<file path="config.mk">
export PLATFORM = sky130hd
export DESIGN_NAME = meas_top
export DESIGN_NICKNAME = d
export VERILOG_FILES = /design/src/hdl/meas_pkg.sv /design/src/hdl/uart_rx.sv /design/src/hdl/uart_tx.sv /design/src/hdl/freq_counter.sv /design/src/hdl/cmd_ctrl.sv /design/src/hdl/meas_top.sv
export VERILOG_INCLUDE_DIRS = /design/src /design/src/hdl
export SDC_FILE = /design/constraint.sdc
export NUM_CORES = 1
export LEC_CHECK = 0
export ABC_AREA = 1
export ABC_CLOCK_PERIOD_IN_PS = 5200
export BUFFER_PORTS_ARGS = -buffer_cell sky130_fd_sc_hd__buf_2
export CAP_MARGIN = 30
export CELL_PAD_IN_SITES_DETAIL_PLACEMENT = 1
export CELL_PAD_IN_SITES_GLOBAL_PLACEMENT = 2
export CORE_MARGIN = 5
export CORE_UTILIZATION = 42
export DETAILED_ROUTE_END_ITERATION = 10
export GPL_TIMING_DRIVEN = 0
export PLACE_DENSITY = 0.86
export REMOVE_ABC_BUFFERS = 1
export SLEW_MARGIN = 20
export SYNTH_ARGS = -nofsm -noshare
export SYNTH_HDL_FRONTEND = slang
export SYNTH_HIERARCHICAL = 1
export SYNTH_SLANG_ARGS = --single-unit
export TNS_END_PERCENT = 10
</file>
<file path="constraint.sdc">
create_clock -name I_sys_clk -period 5.2 [get_ports I_sys_clk]
set_input_delay 0.78 -clock I_sys_clk [delete_from_list [all_inputs] [get_ports I_sys_clk]]
set_output_delay 0.78 -clock I_sys_clk [all_outputs]
set_load 0.02 [all_outputs]
</file>
<file path="src/hdl/meas_config.svh">
`ifndef MEAS_CONFIG_SVH
`define MEAS_CONFIG_SVH

////////////////////////////////////////
// clocking and serial line
////////////////////////////////////////

// system clock in Hz
`define MEAS_CLK_HZ 10000000
// uart line rate
`define MEAS_BAUD 115200
// rounded to nearest, 87 at 10 MHz
`define MEAS_CLKS_PER_BIT ((`MEAS_CLK_HZ + (`MEAS_BAUD / 2)) / `MEAS_BAUD)

////////////////////////////////////////
// command and reply framing
////////////////////////////////////////

`define MEAS_FRAME_BYTES 8
`define MEAS_FRAME_HEAD 8'hA5
`define MEAS_FRAME_TAIL 8'hEC
`define MEAS_REPLY_HEAD 8'h5A

// shortest gate in system clocks
`define MEAS_GATE_CYCLES 2000
`define MEAS_CNT_W 32

`endif

</file>
<file path="src/hdl/meas_pkg.sv">
package meas_pkg;

    // shared by receiver and transmitter
    typedef enum logic [1:0] {
        UART_IDLE,
        UART_START,
        UART_DATA,
        UART_STOP
    } uart_state_t;

    // command controller states
    typedef enum logic [2:0] {
        CTRL_RECV,
        CTRL_DECODE,
        CTRL_MEASURE,
        CTRL_SEND,
        CTRL_ERR
    } ctrl_state_t;

    // opcode field, bytes 1 to 6 of the frame
    typedef enum logic [47:0] {
        OP_FREQ = 48'd1
    } opcode_t;

endpackage

</file>
<file path="src/hdl/uart_rx.sv">
`include "meas_config.svh"

module uart_rx (
    input  logic       I_sys_clk,
    input  logic       I_rst_n,
    input  logic       rx,
    output logic [7:0] rx_data,
    output logic       rx_valid
);

    localparam int CPB = `MEAS_CLKS_PER_BIT;
    localparam int CW = $clog2(CPB);
    localparam logic [CW-1:0] BIT_LAST = CW'(CPB - 1);
    localparam logic [CW-1:0] BIT_HALF = CW'(CPB / 2 - 1);

    meas_pkg::uart_state_t state;
    logic [1:0]    rx_sync;
    logic          rx_prev;
    logic [CW-1:0] bit_cnt;
    logic [2:0]    bit_idx;
    logic [7:0]    shift_reg;
    logic          rx_fall;

    // line idles high, so sync flops reset high
    always_ff @(posedge I_sys_clk or negedge I_rst_n) begin
        if (!I_rst_n) begin
            rx_sync <= 2'b11;
            rx_prev <= 1'b1;
        end else begin
            rx_sync <= {rx_sync[0], rx};
            rx_prev <= rx_sync[1];
        end
    end

    assign rx_fall = rx_prev & ~rx_sync[1];

    ////////////////////////////////////////
    // bit sampling FSM
    ////////////////////////////////////////

    always_ff @(posedge I_sys_clk or negedge I_rst_n) begin
        if (!I_rst_n) begin
            state    <= meas_pkg::UART_IDLE;
            bit_cnt  <= '0;
            bit_idx  <= '0;
            rx_valid <= 1'b0;
        end else begin
            rx_valid <= 1'b0;
            case (state)
                meas_pkg::UART_IDLE: begin
                    bit_cnt <= '0;
                    if (rx_fall) begin
                        state <= meas_pkg::UART_START;
                    end
                end
                meas_pkg::UART_START: begin
                    // mid start bit, glitch check
                    if (bit_cnt == BIT_HALF) begin
                        bit_cnt <= '0;
                        bit_idx <= '0;
                        state   <= rx_sync[1] ? meas_pkg::UART_IDLE : meas_pkg::UART_DATA;
                    end else begin
                        bit_cnt <= bit_cnt + 1'b1;
                    end
                end
                meas_pkg::UART_DATA: begin
                    if (bit_cnt == BIT_LAST) begin
                        bit_cnt <= '0;
                        bit_idx <= bit_idx + 1'b1;
                        if (bit_idx == 3'd7) begin
                            state <= meas_pkg::UART_STOP;
                        end
                    end else begin
                        bit_cnt <= bit_cnt + 1'b1;
                    end
                end
                default: begin
                    // stop bit must be high or the byte is lost
                    if (bit_cnt == BIT_LAST) begin
                        bit_cnt  <= '0;
                        rx_valid <= rx_sync[1];
                        state    <= meas_pkg::UART_IDLE;
                    end else begin
                        bit_cnt <= bit_cnt + 1'b1;
                    end
                end
            endcase
        end
    end

    // lsb arrives first, shift in from the top
    always_ff @(posedge I_sys_clk) begin
        if (state == meas_pkg::UART_DATA && bit_cnt == BIT_LAST) begin
            shift_reg <= {rx_sync[1], shift_reg[7:1]};
        end
        if (state == meas_pkg::UART_STOP && bit_cnt == BIT_LAST) begin
            rx_data <= shift_reg;
        end
    end

    // one byte per frame time, never back to back
    a_valid_pulse: assert property (
        @(posedge I_sys_clk) disable iff (!I_rst_n)
        rx_valid |=> !rx_valid
    );

endmodule

</file>
<file path="src/hdl/uart_tx.sv">
`include "meas_config.svh"

module uart_tx (
    input  logic       I_sys_clk,
    input  logic       I_rst_n,
    input  logic [7:0] tx_data,
    input  logic       tx_start,
    output logic       tx_busy,
    output logic       tx
);

    localparam int CPB = `MEAS_CLKS_PER_BIT;
    localparam int CW = $clog2(CPB);
    localparam logic [CW-1:0] BIT_LAST = CW'(CPB - 1);

    meas_pkg::uart_state_t state;
    logic [CW-1:0] bit_cnt;
    logic [2:0]    bit_idx;
    logic [7:0]    shift_reg;
    logic          bit_end;

    // last cycle of the current bit
    assign bit_end = (bit_cnt == BIT_LAST);

    always_ff @(posedge I_sys_clk or negedge I_rst_n) begin
        if (!I_rst_n) begin
            state   <= meas_pkg::UART_IDLE;
            bit_cnt <= '0;
            bit_idx <= '0;
            tx_busy <= 1'b0;
            tx      <= 1'b1;
        end else begin
            bit_cnt <= bit_end ? '0 : bit_cnt + 1'b1;
            case (state)
                meas_pkg::UART_IDLE: begin
                    bit_cnt <= '0;
                    if (tx_start) begin
                        // start bit on the next cycle
                        tx      <= 1'b0;
                        tx_busy <= 1'b1;
                        state   <= meas_pkg::UART_START;
                    end
                end
                meas_pkg::UART_START: begin
                    if (bit_end) begin
                        tx      <= shift_reg[0];
                        bit_idx <= '0;
                        state   <= meas_pkg::UART_DATA;
                    end
                end
                meas_pkg::UART_DATA: begin
                    if (bit_end) begin
                        bit_idx <= bit_idx + 1'b1;
                        // after bit 7 comes the stop bit
                        if (bit_idx == 3'd7) begin
                            tx    <= 1'b1;
                            state <= meas_pkg::UART_STOP;
                        end else begin
                            tx <= shift_reg[bit_idx + 1'b1];
                        end
                    end
                end
                default: begin
                    if (bit_end) begin
                        tx_busy <= 1'b0;
                        state   <= meas_pkg::UART_IDLE;
                    end
                end
            endcase
        end
    end

    // byte held for the whole frame
    always_ff @(posedge I_sys_clk) begin
        if (state == meas_pkg::UART_IDLE && tx_start) begin
            shift_reg <= tx_data;
        end
    end

    // the controller must wait out a busy transmitter
    a_start_idle: assert property (
        @(posedge I_sys_clk) disable iff (!I_rst_n)
        tx_start |-> !tx_busy
    );

endmodule

</file>
<file path="src/hdl/freq_counter.sv">
`include "meas_config.svh"

module freq_counter (
    input  logic                   I_sys_clk,
    input  logic                   I_rst_n,
    input  logic                   fx_clk,
    input  logic                   start,
    output logic                   done,
    output logic [`MEAS_CNT_W-1:0] f0_cnt,
    output logic [`MEAS_CNT_W-1:0] fx_cnt
);

    // gate may close once the clock count reaches this
    localparam logic [`MEAS_CNT_W-1:0] GATE_LAST = `MEAS_GATE_CYCLES - 1;

    logic [1:0]             fx_sync;
    logic                   fx_prev;
    logic                   fx_rise;
    logic                   armed;
    logic                   gate_on;
    logic [`MEAS_CNT_W-1:0] f0_run;
    logic [`MEAS_CNT_W-1:0] fx_run;
    logic                   gate_close;

    // fx is asynchronous to the system clock
    always_ff @(posedge I_sys_clk or negedge I_rst_n) begin
        if (!I_rst_n) begin
            fx_sync <= 2'b00;
            fx_prev <= 1'b0;
        end else begin
            fx_sync <= {fx_sync[0], fx_clk};
            fx_prev <= fx_sync[1];
        end
    end

    assign fx_rise = fx_sync[1] & ~fx_prev;
    // f0_run doubles as the gate timer
    assign gate_close = gate_on && fx_rise && (f0_run >= GATE_LAST);

    ////////////////////////////////////////
    // gate control
    ////////////////////////////////////////

    always_ff @(posedge I_sys_clk or negedge I_rst_n) begin
        if (!I_rst_n) begin
            armed   <= 1'b0;
            gate_on <= 1'b0;
            done    <= 1'b0;
        end else begin
            done <= gate_close;
            if (start) begin
                armed   <= 1'b1;
                gate_on <= 1'b0;
            end else if (armed && fx_rise) begin
                // open on an fx edge
                armed   <= 1'b0;
                gate_on <= 1'b1;
            end else if (gate_close) begin
                gate_on <= 1'b0;
            end
        end
    end

    // running counts, cleared at the opening edge
    always_ff @(posedge I_sys_clk) begin
        if (armed && fx_rise) begin
            f0_run <= '0;
            fx_run <= '0;
        end else if (gate_on) begin
            f0_run <= f0_run + 1'b1;
            fx_run <= fx_run + fx_rise;
        end
        // closing edge counted in both
        if (gate_close) begin
            f0_cnt <= f0_run + 1'b1;
            fx_cnt <= fx_run + 1'b1;
        end
    end

    // no second done without a fresh start
    a_done_after_start: assert property (
        @(posedge I_sys_clk) disable iff (!I_rst_n)
        done |=> (!done until start)
    );

endmodule

</file>
<file path="src/hdl/cmd_ctrl.sv">
`include "meas_config.svh"

module cmd_ctrl (
    input  logic                   I_sys_clk,
    input  logic                   I_rst_n,
    input  logic [7:0]             rx_data,
    input  logic                   rx_valid,
    output logic [7:0]             tx_data,
    output logic                   tx_start,
    input  logic                   tx_busy,
    output logic                   meas_start,
    input  logic                   meas_done,
    input  logic [`MEAS_CNT_W-1:0] f0_cnt,
    input  logic [`MEAS_CNT_W-1:0] fx_cnt,
    output logic                   led_n
);

    localparam int FRAME_W = `MEAS_FRAME_BYTES * 8;
    localparam int REPLY_BYTES = 1 + 2 * (`MEAS_CNT_W / 8);
    localparam int REPLY_W = REPLY_BYTES * 8;
    // partial frame dropped after 20 silent bit times
    localparam int TIMEOUT = 20 * `MEAS_CLKS_PER_BIT;
    localparam int TW = $clog2(TIMEOUT);
    localparam int BW = $clog2(`MEAS_FRAME_BYTES);
    localparam logic [BW-1:0] BYTE_LAST = BW'(`MEAS_FRAME_BYTES - 1);
    localparam logic [TW-1:0] IDLE_LAST = TW'(TIMEOUT - 1);

    meas_pkg::ctrl_state_t state;
    logic [FRAME_W-1:0] frame;
    logic [BW-1:0]      byte_cnt;
    logic [TW-1:0]      idle_cnt;
    logic [REPLY_W-1:0] reply_sr;
    logic [3:0]         bytes_left;
    logic               frame_ok;
    logic               tx_ready;

    // byte 0 head, byte 7 tail, opcode between them lsb first
    assign frame_ok = (frame[7:0] == `MEAS_FRAME_HEAD)
                   && (frame[FRAME_W-1 -: 8] == `MEAS_FRAME_TAIL)
                   && (meas_pkg::opcode_t'(frame[FRAME_W-9:8]) == meas_pkg::OP_FREQ);

    // hold off while a start is in flight
    assign tx_ready = !tx_busy && !tx_start;

    ////////////////////////////////////////
    // main FSM
    ////////////////////////////////////////

    always_ff @(posedge I_sys_clk or negedge I_rst_n) begin
        if (!I_rst_n) begin
            state      <= meas_pkg::CTRL_RECV;
            byte_cnt   <= '0;
            idle_cnt   <= '0;
            bytes_left <= '0;
            tx_start   <= 1'b0;
            meas_start <= 1'b0;
            led_n      <= 1'b1;
        end else begin
            tx_start   <= 1'b0;
            meas_start <= 1'b0;
            case (state)
                meas_pkg::CTRL_RECV: begin
                    if (rx_valid) begin
                        idle_cnt <= '0;
                        byte_cnt <= byte_cnt + 1'b1;
                        if (byte_cnt == BYTE_LAST) begin
                            state <= meas_pkg::CTRL_DECODE;
                        end
                    end else if (byte_cnt != '0) begin
                        // inter-byte gap watch
                        if (idle_cnt == IDLE_LAST) begin
                            idle_cnt <= '0;
                            byte_cnt <= '0;
                        end else begin
                            idle_cnt <= idle_cnt + 1'b1;
                        end
                    end
                end
                meas_pkg::CTRL_DECODE: begin
                    if (frame_ok) begin
                        led_n      <= 1'b1;
                        meas_start <= 1'b1;
                        state      <= meas_pkg::CTRL_MEASURE;
                    end else begin
                        state <= meas_pkg::CTRL_ERR;
                    end
                end
                meas_pkg::CTRL_MEASURE: begin
                    if (meas_done) begin
                        bytes_left <= 4'(REPLY_BYTES);
                        state      <= meas_pkg::CTRL_SEND;
                    end
                end
                meas_pkg::CTRL_SEND: begin
                    if (tx_ready) begin
                        tx_start   <= 1'b1;
                        bytes_left <= bytes_left - 1'b1;
                        // last byte handed over, back to listening
                        if (bytes_left == 4'd1) begin
                            state <= meas_pkg::CTRL_RECV;
                        end
                    end
                end
                default: begin
                    // bad frame, led held low until a good one
                    led_n <= 1'b0;
                    state <= meas_pkg::CTRL_RECV;
                end
            endcase
        end
    end

    ////////////////////////////////////////
    // frame and reply data
    ////////////////////////////////////////

    always_ff @(posedge I_sys_clk) begin
        // newest byte enters at the top
        if (state == meas_pkg::CTRL_RECV && rx_valid) begin
            frame <= {rx_data, frame[FRAME_W-1:8]};
        end
        if (state == meas_pkg::CTRL_MEASURE && meas_done) begin
            reply_sr <= {fx_cnt, f0_cnt, `MEAS_REPLY_HEAD};
        end else if (state == meas_pkg::CTRL_SEND && tx_ready) begin
            tx_data  <= reply_sr[7:0];
            reply_sr <= reply_sr >> 8;
        end
    end

    // one start per measurement, none until it reports done
    a_start_pulse: assert property (
        @(posedge I_sys_clk) disable iff (!I_rst_n)
        meas_start |=> (!meas_start until meas_done)
    );

endmodule

</file>
<file path="src/hdl/meas_top.sv">
`include "meas_config.svh"

module meas_top (
    input  logic I_sys_clk,
    input  logic I_rst_n,
    input  logic fx_clk,
    input  logic uart_rx,
    output logic uart_tx,
    output logic led_n
);

    logic [7:0]             rx_data;
    logic                   rx_valid;
    logic [7:0]             tx_data;
    logic                   tx_start;
    logic                   tx_busy;
    logic                   meas_start;
    logic                   meas_done;
    logic [`MEAS_CNT_W-1:0] f0_cnt;
    logic [`MEAS_CNT_W-1:0] fx_cnt;

    // host command path
    uart_rx u_uart_rx (
        .I_sys_clk (I_sys_clk),
        .I_rst_n   (I_rst_n),
        .rx        (uart_rx),
        .rx_data   (rx_data),
        .rx_valid  (rx_valid)
    );

    // reply path
    uart_tx u_uart_tx (
        .I_sys_clk (I_sys_clk),
        .I_rst_n   (I_rst_n),
        .tx_data   (tx_data),
        .tx_start  (tx_start),
        .tx_busy   (tx_busy),
        .tx        (uart_tx)
    );

    freq_counter u_freq_counter (
        .I_sys_clk (I_sys_clk),
        .I_rst_n   (I_rst_n),
        .fx_clk    (fx_clk),
        .start     (meas_start),
        .done      (meas_done),
        .f0_cnt    (f0_cnt),
        .fx_cnt    (fx_cnt)
    );

    cmd_ctrl u_cmd_ctrl (
        .I_sys_clk  (I_sys_clk),
        .I_rst_n    (I_rst_n),
        .rx_data    (rx_data),
        .rx_valid   (rx_valid),
        .tx_data    (tx_data),
        .tx_start   (tx_start),
        .tx_busy    (tx_busy),
        .meas_start (meas_start),
        .meas_done  (meas_done),
        .f0_cnt     (f0_cnt),
        .fx_cnt     (fx_cnt),
        .led_n      (led_n)
    );

endmodule

</file>
==> flow_summary.json <==
{
  "largest_register_ffs": 72,
  "met1Wirelength_mm": 14.8,
  "top_regs": "u_cmd_ctrl/reply_sr x72, u_cmd_ctrl/frame x64",
  "place_ws_ps": 2500,
  "arrival_ps": 2900,
  "io_buffer_count": 5,
  "syn_avg_cell_area_sq_um": 10.1,
  "min_path_type": "input port to async pin",
  "first_global_vias": 11200,
  "critPathKind": "flip-flop to flip-flop",
  "slew_headroom_pct": 52.2,
  "grt_pass1_wl_mm": 56.5,
  "drc": 0,
  "regMostFlops": "u_cmd_ctrl/reply_sr",
  "cts_setup_buffers": 0,
  "hold_viol": 0,
  "crit_required_ps": 5410,
  "clockBufferDepth": 3,
  "initial_utilization_pct": 42.6,
  "dieWidth_microns": 203,
  "antenna_found_initial": 0,
  "clock-sinks": 356,
  "status": "completed",
  "seqCellArea_sq_um": 9680,
  "diodes": 0,
  "path_max_fanout": 41,
  "yosys_register_bits": 356,
  "synth.area.top_cells": "edfxtp_1 (43%), dfxtp_1 (9.2%), dfrtp_1 (8.8%)",
  "synth_async_sr_flop_share_pct": 16.9,
  "end_kind": "flip-flop",
  "timing.fmax_mhz": 372,
  "start_kind": "flip-flop",
  "hpwlAfterDp_mm": 22.9,
  "fin_crit_sh_pct": 51.7,
  "rows": 70,
  "period_minus_slack_ps": 2690,
  "wl_met3_mm": 1.13,
  "synth_cells": 1542,
  "synth-warning-count": 6,
  "final-setup-viol-count": 0,
  "grtUsageTotal_pct": 16.8,
  "vdd_drop_max_v": 0.000179,
  "drive_gt1_share_pct": 8.71,
  "fin_total_pwr_w": 0.00590,
  "viasPerCell": 5.06,
  "finalInstanceArea_sq_um": 17400,
  "hold_buffers": 0,
  "fin_tns_setup_ps": 0,
  "dieArea_sq_um": 41200,
  "fill_cells": 4062,
  "synthesis.area_sq_um": 15600,
  "dr.pass1.iters": 4,
  "fin_nets": 1591,
  "worst_slew_pin_slew_ps": 717,
  "postPlaceCellArea_sq_um": 16200,
  "area_growth_pct": 11.4,
  "seq_area_frac_synth_pct": 61.9,
  "p_per_area_nw_per_um2": 339,
  "gr-total-overflow": 0,
  "wl_per_cell_microns": 16.3,
  "netlist-cell-type-count": 48,
  "grt_setup_unrepaired": "false",
  "fp.coreArea_sq_um": 36700,
  "met2_wirelength_mm": 16.9,
  "routed.top_layer": "met4",
  "pin_count": 6,
  "setup_ws_ps": 2510,
  "synth_edf_count": 224,
  "synth_top_cell_by_area": "edfxtp_1",
  "multi_input_area_sq_um": 5010,
  "p_leak_nw": 7.04,
  "vias": 10400,
  "synth_ff_type": "edfxtp_1",
  "slew_viol_final": 0,
  "drtAntennaViolNets": 0,
  "first_iter_violations": 442,
  "clkLatencyLatePin_ps": 540,
  "root_buffer": "clkbuf_16",
  "synthDominantCellAreaShare_pct": 43.0,
  "synth_common_cells": "nand2_1 (333), edfxtp_1 (224), nor2_1 (211), inv_1 (178), nand3_1 (78)",
  "clkTransAtPathRegs_ps": 60,
  "h-tree-depth": 2,
  "cts_resized": 0,
  "skew_ps": 11.0,
  "grt_max_degree": 73,
  "hold_ws_ps": 138,
  "routabilityCongestion": 0.761,
  "synth_most_common_cell": "nand2_1",
  "cts_tree": "done",
  "max_cap_viol_count": 0,
  "numCtsBuffers": 40,
  "routed_wl_mm": 33.6,
  "die_y_microns": 203
}
## worst paths after layout
check	end	startpoint	slack, ps	cells past startpoint
worst min register to register	u_uart_rx/rx_sync[1]	u_uart_rx/rx_sync[0]	360	0
worst min-delay path	u_cmd_ctrl/idle_cnt[2]	I_rst_n	140	1
worst max-delay path	u_freq_counter/f0_cnt[22]	u_freq_counter/gate_on	2510	5
max in group asynchronous	u_uart_rx/rx_sync[1]	I_rst_n	4470	2
worst max register to register	u_freq_counter/f0_cnt[22]	u_freq_counter/gate_on	2510	5
min in group I_sys_clk	u_uart_rx/rx_sync[0]	uart_rx	340	1
## stage by stage
stage	utilization [%]	cells
floorplan	-	1513
global route	47.5	2064
detailed placement	44.1	1991
finish	47.5	2064
global placement	43.7	1986
CTS	47.4	2063
## layout make-up
cell class	instances	share of cell area (%)
Inverter	199	4.35
Sequential cell	356	55.6
Multi-Input combinational cell	958	28.8
Timing Repair Buffer	11	0.848
Clock buffer	65	6.75
Tap cell	468	3.36
Clock inverter	7	0.359
## worst max-delay path, cell delays in order, from the launching register on
cell and delay [ps]:
dfrtp_2 550, clkinv_1 630, nor2_1 260, o21ai_0 220
inv_4 370, buf_16 310
## cells in the final DEF, fill, tap and decap left out, types with 5 or more instances in the layout
| master | synthesis | final |
|---|---|---|
| nand2_1 | 333 | 332 |
| edfxtp_1 | 224 | 224 |
| nor2_1 | 211 | 210 |
| inv_1 | 178 | 177 |
| nand3_1 | 78 | 78 |
| dfxtp_1 | 72 | 72 |
| a22o_1 | 60 | 60 |
| o21ai_0 | 55 | 55 |
| dfrtp_1 | 55 | 54 |
| clkbuf_16 | 0 | 41 |
| a21oi_1 | 37 | 37 |
| xor2_1 | 28 | 28 |
| ha_1 | 21 | 21 |
| clkbuf_1 | 9 | 18 |
| nor2_2 | 17 | 17 |
| nand4_1 | 16 | 16 |
| inv_2 | 15 | 14 |
| xnor2_1 | 14 | 14 |
| nor3_1 | 12 | 12 |
| o21bai_1 | 12 | 12 |
| nor2_4 | 10 | 11 |
| o21ai_1 | 9 | 9 |
| nand3_2 | 7 | 7 |
| clkbuf_8 | 0 | 6 |
| clkinv_1 | 5 | 6 |
| buf_2 | 4 | 5 |
| dfstp_2 | 5 | 5 |
## report_power, final
group | total (W) | internal [W] | leakage, nW | switching (W)
clock | 0.00266 | 0.00159 | 0.605 | 0.00107
sequential | 0.00307 | 0.00302 | 3.37 | 0.0000518
combinational | 0.000174 | 0.0000612 | 3.06 | 0.000113
total | 0.00590 | 0.00467 | 7.04 | 0.00123
## routing by layer
layer | vias to the layer above | track usage [%]
li1 | 5179 | -
met2 | 93 | 29.7
met5 | - | 0
met4 | 0 | 4.87
met3 | 43 | 3.32
met1 | 5129 | 21.1
## cell families (layout without fill, tap and decap cells)
kind of cell | Yosys count | count (layout) | share of synthesized area [%]
and+or+nand+nor | 707 | 707 | 19.9
xor gates and xnor gates | 42 | 42 | 2.35
muxes | 1 | 1 | 0.0720
AOI/OAI and AO/OA | 187 | 187 | 7.92
adders and majority gates | 21 | 21 | 1.68
buffers and inverters | 228 | 282 | 6.16
DFF | 356 | 356 | 61.9
No activity file was read; power rests on OpenSTA's default activity.
